## src/verilog/read_path_pkg.sv

```systemverilog
/* Widths, depths, latencies and packed types shared by the
   half-rate QDR II read datapath and its testbench */
package read_path_pkg;

	// ************************************************************
	// Interface geometry
	// ************************************************************

	// Two read groups of four DQ bits each
	localparam int unsigned NUM_GROUPS     = 2;
	localparam int unsigned GROUP_WIDTH    = 4;
	// Half rate, so two AFI phases per pll_afi_clk cycle
	localparam int unsigned RATE_RATIO     = 2;
	localparam int unsigned MEM_DQ_WIDTH   = GROUP_WIDTH * NUM_GROUPS;
	// One DDIO beat carries two time slots of every DQ bit
	localparam int unsigned DDIO_WIDTH     = 2 * MEM_DQ_WIDTH;
	// Four time slots make one AFI word
	localparam int unsigned SLOTS          = 4;
	localparam int unsigned AFI_DATA_WIDTH = SLOTS * MEM_DQ_WIDTH;

	// ************************************************************
	// Latency and FIFO sizing
	// ************************************************************

	// Length of the request delay line and width of its tap select
	localparam int unsigned MAX_READ_LATENCY  = 16;
	localparam int unsigned LAT_CNT_WIDTH     = 4;
	// Token FIFO of the valid predictor
	localparam int unsigned VFIFO_DEPTH       = 16;
	localparam int unsigned VFIFO_ADDR_WIDTH  = 4;
	// Distance the write pointer runs ahead of the read pointer after reset
	localparam int unsigned VFIFO_BASE_OFFSET = 2;
	// Entries of each read-data resynchronization FIFO
	localparam int unsigned DFIFO_DEPTH       = 4;

	// One bit per AFI phase and one bit per read group
	typedef logic [RATE_RATIO-1:0] phase_vec_t;
	typedef logic [NUM_GROUPS-1:0] group_vec_t;

	// All four time slots of one group, slot 0 in the low bits
	typedef logic [SLOTS*GROUP_WIDTH-1:0] group_word_t;

	// Read requests from the controller
	typedef struct packed {
		phase_vec_t rdata_en;
		phase_vec_t rdata_en_full;
	} afi_req_t;

	// Calibration controls from the sequencer, all plain levels or strobes
	typedef struct packed {
		logic [LAT_CNT_WIDTH-1:0] latency_count;
		logic                     reset_mem_stable;
		group_vec_t               read_fifo_reset;
		group_vec_t               increment_vfifo;
	} seq_ctrl_t;

endpackage
```

## src/verilog/read_datapath.sv

```systemverilog
/* Half-rate QDR II read datapath top: per-group valid prediction and
   data FIFOs, latency selection, output registers and AFI remapping */
`timescale 1ns/1ns

module read_datapath
	import read_path_pkg::*;
(
	input  logic                      pll_afi_clk,
	input  logic                      reset_n_afi_clk,
	input  afi_req_t                  afi_req_i,
	input  seq_ctrl_t                 seq_ctrl_i,
	input  logic [DDIO_WIDTH-1:0]     ddio_phy_dq_i,
	output logic [AFI_DATA_WIDTH-1:0] afi_rdata_o,
	output phase_vec_t                afi_rdata_valid_o,
	output logic [AFI_DATA_WIDTH-1:0] phy_mux_read_fifo_q_o
);

	// Any phase of rdata_en_full makes a token for that cycle
	logic                               rdata_en_any;
	// Per-group capture strobes from valid prediction
	group_vec_t                         wren;
	// Per-phase read valid and the single FIFO read enable, both delayed
	// by the sequencer latency
	phase_vec_t                         read_valid;
	logic                               read_enable;
	// Groups whose data FIFO is out of reset
	group_vec_t                         group_live_q;
	phase_vec_t                         valid_all;
	phase_vec_t                         valid_q;
	group_word_t [NUM_GROUPS-1:0]       fifo_word;
	group_word_t [NUM_GROUPS-1:0]       p2c_word_q;

	assign rdata_en_any = |afi_req_i.rdata_en_full;

	// ************************************************************
	// Per-group valid prediction and data capture
	// ************************************************************

	// The DDIO beat is ordered by group, each group holding T1 over T0
	for (genvar g = 0; g < NUM_GROUPS; g++) begin : g_group
		read_valid_predict u_vfifo (
			.pll_afi_clk        (pll_afi_clk),
			.reset_n_afi_clk    (reset_n_afi_clk),
			.token_i            (rdata_en_any),
			.reset_mem_stable_i (seq_ctrl_i.reset_mem_stable),
			.increment_i        (seq_ctrl_i.increment_vfifo[g]),
			.wren_o             (wren[g])
		);

		read_data_fifo u_dfifo (
			.pll_afi_clk        (pll_afi_clk),
			.reset_n_afi_clk    (reset_n_afi_clk),
			.reset_mem_stable_i (seq_ctrl_i.reset_mem_stable),
			.read_fifo_reset_i  (seq_ctrl_i.read_fifo_reset[g]),
			.wren_i             (wren[g]),
			.beat_i             (ddio_phy_dq_i[2*GROUP_WIDTH*g +: 2*GROUP_WIDTH]),
			.read_enable_i      (read_enable),
			.word_o             (fifo_word[g])
		);
	end

	// rdata_en marks the request cycle that owns an AFI word, while
	// rdata_en_full covers both beats and drives the FIFO read enable
	read_latency_shift #(
		.payload_t (phase_vec_t)
	) u_valid_shift (
		.pll_afi_clk     (pll_afi_clk),
		.reset_n_afi_clk (reset_n_afi_clk),
		.req_i           (afi_req_i.rdata_en),
		.latency_count_i (seq_ctrl_i.latency_count),
		.sel_o           (read_valid)
	);

	read_latency_shift #(
		.payload_t (logic)
	) u_enable_shift (
		.pll_afi_clk     (pll_afi_clk),
		.reset_n_afi_clk (reset_n_afi_clk),
		.req_i           (rdata_en_any),
		.latency_count_i (seq_ctrl_i.latency_count),
		.sel_o           (read_enable)
	);

	// ************************************************************
	// Read valid across groups
	// ************************************************************

	// Tracks the same registered reset as each group's data FIFO
	always_ff @(posedge pll_afi_clk or negedge reset_n_afi_clk) begin
		if (!reset_n_afi_clk) begin
			group_live_q <= '0;
		end else begin
			group_live_q <= {NUM_GROUPS{seq_ctrl_i.reset_mem_stable}} &
				~seq_ctrl_i.read_fifo_reset;
		end
	end

	// A phase is valid only when every group reports it
	always_comb begin
		for (int p = 0; p < RATE_RATIO; p++) begin
			valid_all[p] = &(group_live_q & {NUM_GROUPS{read_valid[p]}});
		end
	end

	// Two stages line the valid up with the FIFO output and P2C register
	always_ff @(posedge pll_afi_clk or negedge reset_n_afi_clk) begin
		if (!reset_n_afi_clk) begin
			valid_q           <= '0;
			afi_rdata_valid_o <= '0;
		end else begin
			valid_q           <= valid_all;
			afi_rdata_valid_o <= valid_q;
		end
	end

	// P2C register between the FIFO outputs and the AFI remap
	always_ff @(posedge pll_afi_clk) begin
		p2c_word_q <= fifo_word;
	end

	// afi_rdata is slot-major, group-minor for the controller
	// phy_mux_read_fifo_q is group-major, slot-minor for the sequencer
	for (genvar g = 0; g < NUM_GROUPS; g++) begin : g_remap
		for (genvar t = 0; t < SLOTS; t++) begin : g_slot
			assign afi_rdata_o[MEM_DQ_WIDTH*t + GROUP_WIDTH*g +: GROUP_WIDTH] =
				p2c_word_q[g][GROUP_WIDTH*t +: GROUP_WIDTH];
			assign phy_mux_read_fifo_q_o[SLOTS*GROUP_WIDTH*g + GROUP_WIDTH*t +: GROUP_WIDTH] =
				p2c_word_q[g][GROUP_WIDTH*t +: GROUP_WIDTH];
		end
	end

endmodule

```

## src/verilog/read_data_fifo.sv

```systemverilog
/* Read-data resynchronization FIFO for one group: packs two captured
   beats into one four-slot entry and returns it on read enable */
`timescale 1ns/1ns

module read_data_fifo
	import read_path_pkg::*;
(
	input  logic                     pll_afi_clk,
	input  logic                     reset_n_afi_clk,
	input  logic                     reset_mem_stable_i,
	input  logic                     read_fifo_reset_i,
	input  logic                     wren_i,
	input  logic [2*GROUP_WIDTH-1:0] beat_i,
	input  logic                     read_enable_i,
	output group_word_t              word_o
);

	// Local reset, low while the memory is unstable or the sequencer
	// resets this group's FIFO
	logic                             local_rst_n_q;
	// High while the first beat of a pair is waiting for its partner
	logic                             wr_half_q;
	// High on the second cycle of a read enable pair
	logic                             rd_half_q;
	logic [2*GROUP_WIDTH-1:0]         first_beat_q;
	group_word_t                      entry_mem_q [DFIFO_DEPTH];
	logic [$clog2(DFIFO_DEPTH)-1:0]   wr_ptr_q;
	logic [$clog2(DFIFO_DEPTH)-1:0]   rd_ptr_q;
	logic [$clog2(DFIFO_DEPTH):0]     count_q;
	logic                             push;
	logic                             pop;

	always_ff @(posedge pll_afi_clk or negedge reset_n_afi_clk) begin
		if (!reset_n_afi_clk) begin
			local_rst_n_q <= 1'b0;
		end else begin
			local_rst_n_q <= reset_mem_stable_i & ~read_fifo_reset_i;
		end
	end

	// An entry is pushed with the second beat of a pair
	assign push = local_rst_n_q & wren_i & wr_half_q;

	// Read enable follows rdata_en_full and so spans both cycles of a
	// read; the entry is taken on the first cycle of the pair
	assign pop = local_rst_n_q & read_enable_i & ~rd_half_q;

	// ************************************************************
	// Pointers, pairing and occupancy
	// ************************************************************

	always_ff @(posedge pll_afi_clk or negedge reset_n_afi_clk) begin
		if (!reset_n_afi_clk) begin
			wr_half_q <= 1'b0;
			rd_half_q <= 1'b0;
			wr_ptr_q  <= '0;
			rd_ptr_q  <= '0;
			count_q   <= '0;
		end else if (!local_rst_n_q) begin
			// A local reset also realigns the beat and read pairing
			wr_half_q <= 1'b0;
			rd_half_q <= 1'b0;
			wr_ptr_q  <= '0;
			rd_ptr_q  <= '0;
			count_q   <= '0;
		end else begin
			if (wren_i) begin
				wr_half_q <= ~wr_half_q;
			end
			if (read_enable_i) begin
				rd_half_q <= ~rd_half_q;
			end
			if (push) begin
				wr_ptr_q <= wr_ptr_q + 1'b1;
			end
			if (pop) begin
				rd_ptr_q <= rd_ptr_q + 1'b1;
			end
			case ({push, pop})
				2'b10:   count_q <= count_q + 1'b1;
				2'b01:   count_q <= count_q - 1'b1;
				default: count_q <= count_q;
			endcase
		end
	end

	// First beat fills T0/T1 and the second beat fills T2/T3
	always_ff @(posedge pll_afi_clk) begin
		if (wren_i && !wr_half_q) begin
			first_beat_q <= beat_i;
		end
		if (push) begin
			entry_mem_q[wr_ptr_q] <= {beat_i, first_beat_q};
		end
		if (pop) begin
			word_o <= entry_mem_q[rd_ptr_q];
		end
	end

	// The sequencer's latency must leave an entry in place by the time it is read
	a_no_pop_empty: assert property (
		@(posedge pll_afi_clk) disable iff (!reset_n_afi_clk)
		pop |-> (count_q != '0)
	) else $error("Read data FIFO read while empty");

	// Reads must drain entries faster than captured beats arrive
	a_no_push_full: assert property (
		@(posedge pll_afi_clk) disable iff (!reset_n_afi_clk)
		push |-> (count_q < ($clog2(DFIFO_DEPTH)+1)'(DFIFO_DEPTH))
	) else $error("Read data FIFO written while full");

endmodule

```

## src/verilog/read_latency_shift.sv

```systemverilog
/* Read request delay line with a registered tap selected by the
   sequencer latency count and generic over the request payload */
`timescale 1ns/1ns

module read_latency_shift
	import read_path_pkg::*;
#(
	parameter type payload_t = logic
) (
	input  logic                     pll_afi_clk,
	input  logic                     reset_n_afi_clk,
	input  payload_t                 req_i,
	input  logic [LAT_CNT_WIDTH-1:0] latency_count_i,
	output payload_t                 sel_o
);

	// Request staged once ahead of the delay line
	payload_t req_q;
	// Tap i holds the request sampled i + 1 cycles ago
	payload_t delay_q [MAX_READ_LATENCY];

	// ************************************************************
	// Delay line and tap select
	// ************************************************************

	// Requests move one tap per cycle and the line starts out empty
	always_ff @(posedge pll_afi_clk or negedge reset_n_afi_clk) begin
		if (!reset_n_afi_clk) begin
			req_q <= '0;
			for (int i = 0; i < MAX_READ_LATENCY; i++) begin
				delay_q[i] <= '0;
			end
		end else begin
			req_q      <= req_i;
			delay_q[0] <= req_q;
			for (int i = 1; i < MAX_READ_LATENCY; i++) begin
				delay_q[i] <= delay_q[i-1];
			end
		end
	end

	// Registered select, so a request leaves latency_count_i + 2 cycles
	// after the edge that sampled it
	// The sequencer only changes the count while no reads are pending
	always_ff @(posedge pll_afi_clk or negedge reset_n_afi_clk) begin
		if (!reset_n_afi_clk) begin
			sel_o <= '0;
		end else begin
			sel_o <= delay_q[latency_count_i];
		end
	end

endmodule

```

## src/verilog/read_valid_predict.sv

```systemverilog
/* Valid prediction for one read group: a token FIFO that turns read
   requests into data-capture write enables after a tunable delay */
`timescale 1ns/1ns

module read_valid_predict
	import read_path_pkg::*;
(
	input  logic pll_afi_clk,
	input  logic reset_n_afi_clk,
	input  logic token_i,
	input  logic reset_mem_stable_i,
	input  logic increment_i,
	output logic wren_o
);

	// Registered copy of the sequencer's memory-stable level
	logic                        side_rst_n_q;
	// Request token, staged once before it is written
	logic                        token_q;
	// One token bit per FIFO entry
	logic [VFIFO_DEPTH-1:0]      token_mem_q;
	logic [VFIFO_DEPTH-1:0]      token_mem_d;
	logic [VFIFO_ADDR_WIDTH-1:0] wr_ptr_q;
	logic [VFIFO_ADDR_WIDTH-1:0] rd_ptr_q;

	// The FIFO side is held in reset until the memory is stable
	always_ff @(posedge pll_afi_clk or negedge reset_n_afi_clk) begin
		if (!reset_n_afi_clk) begin
			side_rst_n_q <= 1'b0;
			token_q      <= 1'b0;
		end else begin
			side_rst_n_q <= reset_mem_stable_i;
			token_q      <= token_i;
		end
	end

	// The entry under the read pointer is cleared as it is read, so an
	// entry skipped by an increment never returns a stale token
	// A write to the same entry takes priority over the clear
	always_comb begin
		token_mem_d = token_mem_q;
		token_mem_d[rd_ptr_q] = 1'b0;
		token_mem_d[wr_ptr_q] = token_q;
	end

	// ************************************************************
	// Pointers and token read
	// ************************************************************

	// Both pointers advance every cycle, and the gap between them sets
	// the token delay of VFIFO_BASE_OFFSET + 1 plus one per increment
	always_ff @(posedge pll_afi_clk or negedge reset_n_afi_clk) begin
		if (!reset_n_afi_clk) begin
			rd_ptr_q    <= '0;
			wr_ptr_q    <= VFIFO_ADDR_WIDTH'(VFIFO_BASE_OFFSET);
			token_mem_q <= '0;
			wren_o      <= 1'b0;
		end else if (!side_rst_n_q) begin
			// Write side restarts a fixed distance ahead of the read side
			rd_ptr_q    <= '0;
			wr_ptr_q    <= VFIFO_ADDR_WIDTH'(VFIFO_BASE_OFFSET);
			token_mem_q <= '0;
			wren_o      <= 1'b0;
		end else begin
			rd_ptr_q    <= rd_ptr_q + 1'b1;
			// An increment skips one entry and so adds one cycle of delay
			wr_ptr_q    <= increment_i ? (wr_ptr_q + 2'd2) : (wr_ptr_q + 2'd1);
			token_mem_q <= token_mem_d;
			wren_o      <= token_mem_q[rd_ptr_q];
		end
	end

	// Moving the write pointer under a live token would drop or double it
	a_no_increment_in_flight: assert property (
		@(posedge pll_afi_clk) disable iff (!reset_n_afi_clk || !side_rst_n_q)
		increment_i |-> (!token_q && (token_mem_q == '0))
	) else $error("VFIFO increment while tokens are in flight");

endmodule

```

## config.mk

```make
export PLATFORM = sky130hd
export DESIGN_NAME = read_datapath
export DESIGN_NICKNAME = d
export VERILOG_FILES = /design/src/verilog/read_path_pkg.sv /design/src/verilog/read_datapath.sv /design/src/verilog/read_data_fifo.sv /design/src/verilog/read_latency_shift.sv /design/src/verilog/read_valid_predict.sv
export SDC_FILE = /design/constraint.sdc
export NUM_CORES = 1
export LEC_CHECK = 0
export BUFFER_PORTS_ARGS = -buffer_cell sky130_fd_sc_hd__buf_2
export CAP_MARGIN = 20
export CORE_ASPECT_RATIO = 0.9
export CORE_MARGIN = 1.5
export CORE_UTILIZATION = 40
export DETAILED_ROUTE_END_ITERATION = 6
export GPL_ROUTABILITY_DRIVEN = 1
export MAX_ROUTING_LAYER = met4
export PLACE_DENSITY = 0.68
export SLEW_MARGIN = 20
export SYNTH_ARGS = -nofsm -noshare
export SYNTH_HDL_FRONTEND = slang
export SYNTH_SLANG_ARGS = --single-unit
```

## constraint.sdc

```tcl
create_clock -name pll_afi_clk -period 4.5 [get_ports pll_afi_clk]
set_input_delay 0.45 -clock pll_afi_clk [delete_from_list [all_inputs] [get_ports pll_afi_clk]]
set_output_delay 0.45 -clock pll_afi_clk [all_outputs]
set_load 0.1 [all_outputs]
```

==> results.md, run 1 <==
- The run finished, with violations left.
- The final reports fail on hold timing.
- The nature of the critical path startpoint is a flip-flop.
- Setup slack on the critical path of the routed design comes to between 2 and 3 ns.
- The maximum root-to-sink buffer count is 3.
- The number of gates resized after CTS was 0.
- Detailed placement finished with a half-perimeter wire length of between 10 and 15 mm.
- In this run, synthesis inferred about 180 flip-flops with an integrated enable.
- The CTS root buffer is sky130_fd_sc_hd__clkbuf_16.
- Counting the buffers created by CTS gives 36.
- The area overhead of the layout relative to synthesis is 13.8%.
- The detail route stage leaves a number of antenna-violating nets equal to 0.
- The global router's overall resource usage is between 10% and 20%.
- The number of placed I/O pins is 97.
- Once the floorplan was initialized, standard cells occupied 40.6% of the core.
- Among all stages on the critical path, the largest delay is contributed by sky130_fd_sc_hd__and2_1.
- For this design, the CTS-stage hold fixing added 0 buffers.
- After synthesis, flip-flops and latches occupy between 70% and 80% of the total area.
- The buffer count from post-CTS setup fixing is 0.
- Prior to clock tree synthesis, the placed netlist has a worst setup slack of between 2 and 2.5 ns.
- At the worst endpoint, the arrival time is 1.98 ns.
- Routability-driven placement finished with a final weighted congestion of between 0.7 and 0.8.
- The net count after synthesis is roughly 850.
- The average instance area after synthesis is 15.9 um^2.
- Setup total negative slack on the finished layout was measured at 0 ns.
- The die covers approximately 32,000 um^2.
- The die is between 150 and 200 um wide.
- The type of the worst setup path is flip-flop to flip-flop.
- The worst setup path startpoint is u_enable_shift.sel_o.
- The count of input and output buffers is 96.
- The power density normalized to cell area is 465 nW/um^2.
- Across the routed clock network, the largest skew measured is around 0.019 ns.
- The clock drives ~330 sinks.
- The count of cells in the finished layout, fillers not included, comes to 1,292.
- The worst-case IR drop observed on VDD is between 200 and 250 uV.
- The later pin in the worst-skew pair is clocked with a latency of roughly 0.5 ns.
- The most common flop cell mapped by yosys is sky130_fd_sc_hd__edfxtp_1.
- The ratio of cells with drive above 1 in the final layout is between 20% and 30%.
- Headroom to the max-slew limit came out at about 33%.
- The slew of the pin with the lowest slew margin is approximately 1.0 ns.
- The proportion of synthesized flip-flops having asynchronous set or reset is 37.2%.
- The residual overflow from global routing is 0.
- The startpoint identified for the worst register-to-register timing path is u_enable_shift.sel_o.
- Traced cell by cell, the critical path runs through nor2b_1, and2_1.
- The initial detailed-routing violation count is ~360.
- CTS built an H-tree with a depth of 2.
- The type of destination of the critical path is a flip-flop.
- In the routed design, unresolved DRC markers number 0.
- The required time at the endpoint of the critical path is between 4 and 5 ns.
- The via count is 6,458.
- The synthesized netlist contains 39 unique library cells.
- In this run the worst path has a maximum fanout of 16.
- Setup repair after global routing left no endpoint under its margin.
- The static leakage is around 5.4 nW.
- The count of final setup violators is 0.
- Static timing analysis puts the maximum clock frequency at 539 MHz.
- The total wire length after detailed routing is about 21 mm.
- The first global-routing pass estimated approximately 34 mm of wire.
- The largest net degree at the start of global routing is 78.
- The initial antenna violation count was 0.
- The number of antenna diodes in the final layout is 0.
- After synthesis the netlist holds a flip-flop and latch count of ~330.
- The worst stage delay on the critical path is roughly 0.77 ns.
- The detailed-routing iteration count for the pre-antenna-repair pass is 5.
- Dividing the detail-routed via count by the number of cells gives between 4 and 5.
- After detailed routing, the average wire length per cell comes to approximately 16 um.
- On the final layout, the worst hold slack is -0.0370 ns.
- After layout, the worst path uses slightly above 40% of the clock period.
- The number of global-route vias before repair is about 6,400.
- In this run the worst hold path is classified as input port to asynchronous set/reset pin.
- Max-cap violations in this run came to 0.
- The post-place instance area is between 10,000 and 15,000 um^2.
- Subtracting the final worst setup slack from the clock period gives approximately 1.9 ns.
- The TritonCTS clock tree is built.
- The number of filler instances in the final layout is 2,693.
- The final layout net count is between 900 and 1,000.
- The number of placed instances with taps included is around 1,200.
- The number of pins with negative max-slew slack in the final report was 0.
- The final hold violation count is 30.
- The total area inside the core boundary comes to around 31,000 um^2.
- In this run the vertical extent of the chip is ~170 um.
- The clock slew seen by the registers of the worst setup and hold paths is 0.06 ns.
- The floorplan has 61 rows.
- The combined area of all synthesized cells is approximately 13,000 um^2.
- The final instance area is between 10,000 and 15,000 um^2.
- The total number of yosys warnings is 0.
- Counting every instance in the synthesized netlist gives 788.
[cells in the mapped netlist, drive strengths merged, types with 9 or more instances]
| cell | instances | area, um^2 |
|---|---|---|
| ha | 27 | 338 |
| xnor2 | 9 | 78.8 |
| nand2 | 58 | 218 |
| and2 | 19 | 119 |
| edfxtp | 176 | 5290 |
| nor2b | 23 | 144 |
| dfrtp | 121 | 3030 |
| dfxtp | 32 | 641 |
| a21oi | 36 | 180 |
| clkbuf | 21 | 78.8 |
| nand4 | 9 | 56.3 |
| buf | 48 | 330 |
| nor2 | 21 | 78.8 |
| mux4 | 48 | 1120 |
| inv | 16 | 60.1 |
| nand3 | 70 | 350 |
[path summary, 6_finish.rpt]
kind | to | slack, ns | cells after the start
worst min register to register | afi_rdata_o[15] | 0.34 | 0
worst max-delay path | g_group[1].u_dfifo.word_o[4] | 2.64 | 2
max in group asynchronous | u_valid_shift.delay_q[29] | 3.70 | 2
worst min-delay path | g_group[1].u_vfifo.wr_ptr_q[0] | -0.04 | 1
worst max register to register | g_group[1].u_dfifo.word_o[4] | 2.64 | 2
min in group pll_afi_clk | u_valid_shift.req_q[0] | 0.06 | 1
[cell families (layout without fill, tap and decap cells)]
kind of cell,Yosys count,in the layout,synth area share [%]
buffers and inverters,85,180,3.74
flip-flops,331,331,71.7
adder cells (fa/ha/maj),27,27,2.69
AND/OR/NAND/NOR,210,210,8.23
multiplexers,55,55,9.46
XOR/XNOR,16,16,1.12
AO/OA/AOI/OAI,64,64,3.05
[area by class of cell]
cell class	count	area [um^2]	share of cell area [%]
Inverter	16	60.1	0.420
Tap cell	409	512	3.58
Timing Repair Buffer	98	502	3.51
Clock inverter	12	120	0.840
Multi-Input combinational cell	372	3080	21.6
Clock buffer	54	1010	7.05
Sequential cell	331	9010	63.0
[flip-flops by register name, indices dropped and copies added, names as in the netlist]
register / count
g_group.u_dfifo.entry_mem_q: 128
afi_rdata_o: 32
g_group.u_dfifo.word_o: 32
g_group.u_vfifo.token_mem_q: 32
u_valid_shift.delay_q: 32
g_group.u_dfifo.first_beat_q: 16
u_enable_shift.delay_q: 16
g_group.u_vfifo.rd_ptr_q: 8
g_group.u_vfifo.wr_ptr_q: 8
g_group.u_dfifo.rd_ptr_q: 4
g_group.u_dfifo.wr_ptr_q: 4
afi_rdata_valid_o: 2
g_group.u_dfifo.rd_half_q: 2
g_group.u_dfifo.wr_half_q: 2
g_group.u_vfifo.wren_o: 2
group_live_q: 2
u_valid_shift.req_q: 2
u_valid_shift.sel_o: 2
valid_q: 2
g_group.u_vfifo.side_rst_n_q: 1
u_enable_shift.req_q: 1
u_enable_shift.sel_o: 1
[power breakdown]
part,total (mW),internal [mW],switching (mW)
registers,3.40,3.29,0.104
logic,0.477,0.142,0.334
clock network,2.77,1.63,1.14
total,6.64,5.06,1.58
[layout by cell type, fill, tap and decap left out, drive strengths merged, types with 9 or more instances in the layout]
| master | synthesis | final |
|---|---|---|
| nand4 | 9 | 9 |
| nor2b | 23 | 23 |
| nor2 | 21 | 21 |
| dfxtp | 32 | 32 |
| xnor2 | 9 | 9 |
| ha | 27 | 27 |
| clkbuf | 21 | 54 |
| buf | 48 | 98 |
| inv | 16 | 19 |
| and2 | 19 | 19 |
| nand3 | 70 | 70 |
| edfxtp | 176 | 176 |
| dfrtp | 121 | 121 |
| a21oi | 36 | 36 |
| mux4 | 48 | 48 |
| nand2 | 58 | 58 |
[metrics by stage]
step | total power, mW | utilization [%]
after floorplan | 3.82 | -
after global placement | 3.93 | 42.6
after detailed placement | 3.94 | 42.6
after CTS | 6.73 | 46.2
after global routing | 6.90 | 46.2
final | 6.64 | 46.2
[routing by layer]
metal / share of wire, % / vias up / track usage [%]
li1: - / 2996 / -
met4: 1.9 / 0 / 3.93
met5: 0 / - / -
met3: 5.0 / 34 / 2.50
met1: 44 / 3263 / 17.6
met2: 49 / 165 / 21.4
[critical path: cells and delay by family (launching register included)]
kind	cells	cell delay, ns
flops	1	0.40
simple gates	2	1.06
No activity file was read; power rests on OpenSTA's default activity.
==> run 2, diff against run 1 <==
ABC_AREA = 1   (was unset)
PLACE_DENSITY = 0.7   (was 0.68)
clock period = 1.65 ns   (was 4.5 ns; I/O delays follow)
==> run 2 against run 1 <==
Register-to-register slack lost 2.5 ns. Routed wire length is 15% higher. Via count up 24%. Clock-buffer cell count fell by 5. Critical path depth decreased by 1. Power increased to 2.8 times the previous value. Critical path type is now flip-flop to output pin. Sequential share of layout area shrank 3.3 points. Synthesized area increased by 2.0%. First-iteration DRC count rose by 2.8%. Sequential power grew to 2.7 times the previous value. The flow now finishes without violations. Combinational power rose to 3.4 times the previous value. Global-route usage rose by 1.7 points.
==> results.md, run 2 <==
- The run finished with clean final reports.
- The data arrival time of the critical path came to 1.34 ns (-0.64 ns).
- Ranked by instance count, the synthesized netlist is headed by sky130_fd_sc_hd__edfxtp_1, sky130_fd_sc_hd__inv_1, sky130_fd_sc_hd__dfrtp_1.
- The clock buffer count from CTS is 36 (unchanged).
- The number of remaining DRC errors is 0 (unchanged).
- The most flop-heavy register is g_group.u_dfifo.entry_mem_q.
- The number of pins with negative max-slew slack in the final report was 0 (unchanged).
- The global router's overall resource usage is 15.1% (+1.7 points).
- The maximum fanout along the worst path was 1 (-15).
- The flip-flop count of the largest register after layout is 128 (unchanged).
- Setup repair after global routing left no endpoint under its margin.
- The most used flip-flop cell after synthesis is sky130_fd_sc_hd__edfxtp_1.
- The number of vias per cell is 4.84 (-3.3%).
- The sequential share of power is 50.0% (-1.2 points).
- The worst hold-check slack is 0.0954 ns (+0.132 ns).
- The die width is 192 um (+1.0%).
- The part of the total power dissipated in combinational logic is 8.8% (+1.6 points).
- The core footprint is 31,200 um^2 (+0.99%).
- The post-place instance area is 13,700 um^2 (+4.0%).
- Broken down by cell family, the worst path's largest delay share belongs to buffers and inverters.
- The height of the die is 173 um (+0.99%).
- The TritonCTS clock tree is built.
- The initial detailed-routing violation count came to 369 (+2.8%).
- The worst path in the final design needs a cycle of between 1.5 and 2 ns, including I/O delays and setup.
- In this run the critical register-to-register path is launched from group_live_q[1].
- The net count after synthesis is 1,151 (+36%).
- The clock slew seen by the registers of the worst setup and hold paths was 0.06 ns (about the same).
- The number of filler instances in the final layout came to 2,721 (+1.0%).
- The worst stage delay on the critical path is 0.45 ns (-0.32 ns).
- The master of the slowest instance on the critical path is sky130_fd_sc_hd__buf_2.
- The type of destination of the critical path is an output pin.
- The tightest min-delay check is of the input port to flip-flop type.
- Yosys instantiated no cell more often than sky130_fd_sc_hd__edfxtp_1.
- The largest net degree at the start of global routing is 62 (-21%).
- The die area came to 33,100 um^2 (+2.0%).
- The total net switching power was 4.46 mW (+180%).
- The number of sinks on the clock net is 331 (unchanged).
- The total number of yosys warnings is 0 (unchanged).
- The number of flops mapped to enable cells by yosys came to 176 (unchanged).
- The largest total area in the synthesized netlist belongs to sky130_fd_sc_hd__edfxtp_1.
- The final instance area was 15,100 um^2 (+5.5%).
- The share of synthesized area occupied by flip-flops and latches was 70.3% (-1.4 points).
- The number of instances in the synthesized netlist was 1,093 (+39%).
- Walking the worst path, the cells encountered are buf_2.
- The worst reg-to-reg path cell count was 3 (+1).
- The via count is 7,978 (+24%).
- The wire length of the first global-routing pass is 39.4 mm (+17%).
- The clock share of power is 41.1% (-0.6 points).
- The initial antenna violation count is 0 (unchanged).
- By area the synthesized netlist is led by sky130_fd_sc_hd__edfxtp_1, sky130_fd_sc_hd__dfrtp_1, sky130_fd_sc_hd__dfxtp_1, sky130_fd_sc_hd__o21ai_0, sky130_fd_sc_hd__inv_1.
- The half-perimeter wire length after detailed placement is 15.0 mm (+22%).
- The CTS root buffer is sky130_fd_sc_hd__clkbuf_16.
- The floorplan row count was 61 (unchanged).
- The number of placed I/O pins came to 97 (unchanged).
- Dividing the final minimum period by the clock period gives about nine tenths.
- The residual overflow from global routing is 0 (unchanged).
- The count of final setup violators is 0 (unchanged).
- The post-route clock skew is 0.0197 ns (+0.00116 ns).
- The final hold violation count is 0 (-100%).
- The max-capacitance violation count is 0 (unchanged).
- The count of different cell masters after synthesis was 28 (-28%).
- The count of input and output buffers is 96 (unchanged).
- The worst hold path stage count is 4.
- The fraction of post-synthesis cell area in the top cell type by area was 41.2% (-0.84 points).
- The highest ir drop seen on vdd is 700 uV (+190%).
- The combined area of all synthesized cells is 12,800 um^2 (+2.0%).
- The number of nets with antenna violations after detailed routing is 0 (unchanged).
- The most frequent standard cell in the layout excluding fill and tap cells is sky130_fd_sc_hd__edfxtp_1.
- The start point of the worst hold path is seq_ctrl_i[7].
- The register bit total from synthesis came to 331 (unchanged).
- The effective utilization at floorplan is 41.0% (+0.42 points).
- The average instance area after synthesis is 11.7 um^2 (-26%).
- The buffer count from post-CTS setup fixing came to 0 (unchanged).
- The area overhead of the layout relative to synthesis is 17.7%.
- The power density normalized to cell area is 1210 nW/um^2 (+160%).
- The switching power share of the total is 24.4% (+0.60 points).
- The proportion of synthesized flip-flops having asynchronous set or reset is 37.2% (unchanged).
- The combined buffer and inverter count along the critical path is 1 (+1).
- The ratio of cells with drive above 1 in the final layout is 15.5% (-6.3 points).
- For hold timing, the worst endpoint is u_enable_shift.sel_o.
- The final layout net count is 1,272 (+39%).
- The total wire length after detailed routing is 23.6 mm (+15%).
- The clock latency on the worst-skew pair is 0.51 ns (about the same).
- The achievable frequency is 663 MHz.
- Leaving out fill and tap cells, the most frequent cells in the layout are sky130_fd_sc_hd__edfxtp_1, sky130_fd_sc_hd__inv_1, sky130_fd_sc_hd__dfrtp_1.
- The critical path is of the flip-flop to output pin type.
- The number of global-route vias before repair is 7,841 (+23%).
- The worst setup path is launched from a flip-flop.
- The detailed-routing iteration count for the pre-antenna-repair pass is 5 (unchanged).
- The number of antenna cells inserted is 0 (unchanged).
- The average routed wire per standard cell is 14.3 um (-9.9%).
- The maximum root-to-sink buffer count is 3 (unchanged).
- The worst register-to-register path ends at g_group[1].u_dfifo.entry_mem_q[2][12].
- The static leakage is 6.15 nW (+15%).
- The routability-driven placement congestion ratio came to 0.886 (+12%).
- The register-to-register setup slack was 0.15 ns (-2.49 ns).
- The required time at the endpoint of the critical path is 1.48 ns (-3.14 ns).
- The depth of the CTS H-tree is 2 (unchanged).
- The worst slew margin relative to its limit was 67.4% (+34 points).
- The slew of the pin with the lowest slew margin came to 0.489 ns (-0.510 ns).
- The internal power is 13.8 mW (+170%).
==> run 2: worst reg2reg max path, stage by stage (launching register included) <==
cell and delay [ns]:
sky130_fd_sc_hd__dfrtp_1 0.47, sky130_fd_sc_hd__nand3_1 0.27, sky130_fd_sc_hd__nor2_1 0.27, sky130_fd_sc_hd__buf_12 0.20
==> run 2: worst max-delay path by stage <==
stage                              start  slack (ns)  depth (start not counted)                                    end
finish              afi_rdata_valid_o[1]        0.14                          1                   afi_rdata_valid_o[1]
global route             group_live_q[1]        0.02                          3   g_group[1].u_dfifo.entry_mem_q[0][4]
CTS                 afi_rdata_valid_o[1]        0.12                          1                   afi_rdata_valid_o[1]
detailed placement       group_live_q[0]        0.12                          3  g_group[0].u_dfifo.entry_mem_q[0][14]
global placement         group_live_q[1]        0.24                          3   g_group[1].u_dfifo.entry_mem_q[0][2]
floorplan                group_live_q[1]       -0.11                          2   g_group[1].u_dfifo.entry_mem_q[0][0]
==> run 2: per-layer routing <==
layer	wire length [um]	GRT usage [%]	vias to the layer above
li1	-	-	3945
met1	11100	20.4	3841
met2	11100	23.6	156
met3	1030	2.88	36
met4	407	3.87	0
met5	0	-	-
==> run 2: kinds of logic (layout without fill, tap and decap cells) <==
group                      Yosys count  count (layout)  share of synthesized area (%)
AOI/OAI and AO/OA                  226             226                           9.47
DFF                                331             331                           70.3
xor gates and xnor gates             4               4                          0.273
buffers and inverters              198             346                           7.16
adders and majority gates           27              27                           2.64
and+or+nand+nor                    307             307                           10.2
==> run 2: area by class of cell <==
cell class / instances / area [um^2] / area share (%)
Sequential cell: 331 / 9010 / 59.7
Multi-Input combinational cell: 564 / 2900 / 19.2
Timing Repair Buffer: 151 / 1060 / 7.05
Clock buffer: 49 / 1000 / 6.64
Tap cell: 409 / 512 / 3.39
Inverter: 130 / 488 / 3.24
Clock inverter: 16 / 118 / 0.780
==> run 2: metrics by stage <==
stage                     cells  setup TNS (ns)  power, mW  utilization, %  setup WS, ns
after CTS                  1650               0       18.5            48.3         0.116
final                      1650               0       18.3            48.3         0.141
after global placement     1558               0       10.9            43.9         0.235
after detailed placement   1558               0       10.9            43.9         0.124
after floorplan            1093          -14.20       10.5               -        -0.112
after global routing       1650               0       19.0            48.3        0.0200
==> run 2: timing repair <==
item,4_1_cts,5_1_grt
resized for setup,0,1
hold buffers,27,0
hold endpoints to repair,214,0
endpoints found under the setup margin,0,32
==> run 2: power groups by stage <==
stage	logic, mW	clock network (mW)	registers (mW)
after floorplan	0.952	0	9.52
after global placement	1.55	0	9.31
after detailed placement	1.58	0	9.32
after CTS	1.64	7.74	9.16
after global routing	1.79	8.06	9.19
final	1.62	7.53	9.16
==> run 3, diff against run 2 <==
--- a/config.mk
+++ b/config.mk
@@ -10,3 +10,2 @@
 export CAP_MARGIN = 20
-export CORE_ASPECT_RATIO = 0.9
 export CORE_MARGIN = 1.5
--- a/constraint.sdc
+++ b/constraint.sdc
@@ -3,2 +3,2 @@
 set_output_delay 0.165 -clock pll_afi_clk [all_outputs]
-set_load 0.1 [all_outputs]
+set_load 0.02 [all_outputs]
==> run 3 against run 2 <==
Power is 3.0% higher. Worst hold slack better by 0.028 ns. Fmax up 3.2%. Clock-buffer cell count down 9. First-iteration DRC count is 29% higher. Clock skew rose by 0.0093 ns. Routed wire length shrank 0.91%. Register-to-register slack improved by 0.04 ns. Largest cell class unchanged.
==> results.md, run 3 (synthesized netlist as in run 2, its figures left out) <==
- The nature of the critical path startpoint is a flip-flop.
- Counting flops per register, the top entry is g_group.u_dfifo.entry_mem_q.
- The buffer count from post-CTS setup fixing came to 0 (unchanged).
- The total design power is 18.8 mW (+3.0%).
- The part of the cycle the worst path needs is 88.6% (-2.8 points).
- The post-route clock skew came to 0.0290 ns (+0.00931 ns).
- Leaving out fill and tap cells, the most frequent cells in the layout are sky130_fd_sc_hd__edfxtp_1, sky130_fd_sc_hd__inv_1, sky130_fd_sc_hd__dfrtp_1.
- The worst slew margin relative to its limit is 68.6% (+1.2 points).
- The detailed-routing iteration count for the pre-antenna-repair pass came to 5 (unchanged).
- The count of input and output buffers was 96 (unchanged).
- The number of vias per cell is 4.82 (-0.33%).
- The worst hold path endpoint is u_enable_shift.sel_o.
- The achievable frequency is 684 MHz (+3.2%).
- The wire length of the first global-routing pass was 39.0 mm (-0.93%).
- The worst hold-check slack was 0.124 ns (+0.0283 ns).
- The shortest period the worst path allows came to 1.46 ns (-0.0466 ns).
- The final hold violation count was 0 (unchanged).
- The die width is 182 um (-5.1%).
- The number of resized instances in the post-cts repair step is 0 (unchanged).
- The worst hold path stage count came to 4 (unchanged).
- In this run the critical register-to-register path is captured at g_group[0].u_dfifo.entry_mem_q[2][1].
- The core footprint is 31,600 um^2 (+1.1%).
- In this run the most critical hold path is launched from seq_ctrl_i[7].
- The maximum fanout along the worst path is 16 (+15).
- The type of destination of the critical path is a flip-flop.
- The via count came to 7,947 (-0.39%).
- The number of remaining DRC errors is 0 (unchanged).
- The number of pins with negative max-slew slack in the final report was 0 (unchanged).
- The worst stage delay on the critical path was 0.47 ns (+0.02 ns).
- The register-to-register setup slack is 0.19 ns (+0.04 ns).
- The average routed wire per standard cell is 14.2 um (-0.85%).
- The global router's overall resource usage is 15.0% (-0.17 points).
- The initial antenna violation count was 0 (unchanged).
- The count of placed standard cells in the final layout, fillers left out is 1,649 (-0.061%).
- The depth of the CTS H-tree is 2 (unchanged).
- The area of the multi-input gates is 2890 um^2 (-0.17%).
- The half-perimeter wire length after detailed placement is 15.1 mm (+0.56%).
- The count of final setup violators is 0 (unchanged).
- The number of filler instances in the final layout came to 2,733 (+0.44%).
- The height of the die came to 182 um (+5.3%).
- The floorplan row count came to 65 (+6.6%).
- The data arrival time of the critical path is 1.65 ns (+0.31 ns).
- The flip-flop count of the largest register after layout is 128 (unchanged).
- The effective utilization at floorplan was 40.6% (-0.44 points).
- The maximum root-to-sink buffer count is 3 (unchanged).
- The flow ran to the end, and the final reports show no timing, DRC or antenna violations.
- The static leakage was 6.26 nW (+1.7%).
- The clock buffer count from CTS was 35 (-2.8%).
- The final layout net count is 1,278 (+0.47%).
- The total area of sequential cells is 9010 um^2 (unchanged).
- The clock latency on the worst-skew pair is 0.52 ns (about the same).
- The library cell used most frequently in the layout, excluding fill and tap cells, is sky130_fd_sc_hd__edfxtp_1.
- The required time at the endpoint of the critical path is 1.84 ns (+0.36 ns).
- The routability-driven placement congestion ratio was 0.909 (+2.6%).
- The number of global-route vias before repair is 7,850 (+0.11%).
- The clock slew seen by the registers of the worst setup and hold paths was 0.06 ns (about the same).
- The type of the worst setup path is flip-flop to flip-flop.
- The largest net degree at the start of global routing is 49 (-21%).
- The master of the slowest instance on the critical path is sky130_fd_sc_hd__dfrtp_1.
- The number of sinks on the clock net is 331 (unchanged).
- The core utilization of the finished layout came to 48.4% (+0.083 points).
- The worst reg-to-reg path cell count is 3 (unchanged).
- TritonCTS built the clock tree.
- The ratio of cells with drive above 1 in the final layout is 16.2% (+0.73 points).
- The max-capacitance violation count came to 0 (unchanged).
- The power density normalized to cell area is 1230 nW/um^2 (+1.7%).
- The die area is 33,100 um^2 (about the same).
- The slew of the pin with the lowest slew margin is 0.470 ns (-0.0182 ns).
- The number of placed instances with taps included is 1,558 (unchanged).
- Setup repair after global routing left no endpoint under its margin.
- In this run the critical register-to-register path is launched from group_live_q[0].
- The number of placed I/O pins is 97 (unchanged).
- Clock tree synthesis selected as its root buffer the cell sky130_fd_sc_hd__clkbuf_16.
- The number of nets with antenna violations after detailed routing was 0 (unchanged).
- In this run the worst hold path is classified as input port to flip-flop.
- The total wire length after detailed routing is 23.4 mm (-0.91%).
- The initial detailed-routing violation count came to 477 (+29%).
- The number of antenna cells inserted came to 0 (unchanged).
- The highest ir drop seen on vdd is 660 uV (-5.7%).
- The residual overflow from global routing is 0 (unchanged).
- The sum of negative setup slack is 0 ns (unchanged).
- The critical path goes through nand3_1, nor2_1, buf_4.
- Relative to the synthesized area, the layout overhead comes to 19.2%.
==> run 3: worst max path at each step <==
stage | from | endpoint | slack, ns | cells after the start
finish | group_live_q[0] | g_group[0].u_dfifo.entry_mem_q[2][1] | 0.19 | 3
global route | group_live_q[0] | g_group[0].u_dfifo.entry_mem_q[1][5] | 0.07 | 3
CTS | group_live_q[0] | g_group[0].u_dfifo.entry_mem_q[2][1] | 0.18 | 3
detailed placement | group_live_q[0] | g_group[0].u_dfifo.entry_mem_q[2][13] | 0.18 | 3
global placement | group_live_q[0] | g_group[0].u_dfifo.entry_mem_q[2][12] | 0.23 | 3
floorplan | group_live_q[1] | g_group[1].u_dfifo.entry_mem_q[0][0] | -0.11 | 2
==> run 3: routing by layer <==
layer	GRT usage, %	share of wire [%]	up-vias
li1	-	-	3940
met1	19.2	46	3799
met2	24.8	49	176
met3	2.59	4.0	32
met4	4.00	1.5	0
met5	-	0	-
==> run 3: critical path, delay by kind of cell, from the launching register on <==
family | cells | cell delay [ns]
flip-flops | 1 | 0.47
buffers and inverters | 1 | 0.28
AND/OR/NAND/NOR | 2 | 0.41
==> run 3: report_power, final <==
group	switching, mW	internal (mW)	total, mW
Combinational	0.811	0.429	1.24
Sequential	0.161	8.99	9.15
Clock	3.11	5.34	8.45
Total	4.08	14.8	18.8
==> run 3: repair_timing <==
item                                    in CTS  in global routing
hold buffers                                27                  0
endpoints found under the setup margin       0                  0
endpoints found under the hold margin      125                  0
==> run 3: final cells by class <==
type                            instances  area share, %
Clock buffer                           40           6.13
Timing Repair Buffer                  158           7.31
Multi-Input combinational cell        564           18.9
Inverter                              130           3.19
Tap cell                              402           3.29
Sequential cell                       331           59.0
Clock inverter                         24           2.19
==> run 3: per-stage QoR <==
step / instance area (um^2) / setup WS [ns]
2_1_floorplan: 12800 / -0.112
3_3_place_gp: 13700 / 0.225
3_5_place_dp: 13700 / 0.184
4_1_cts: 15300 / 0.176
5_1_grt: 15300 / 0.0689
6_report: 15300 / 0.188
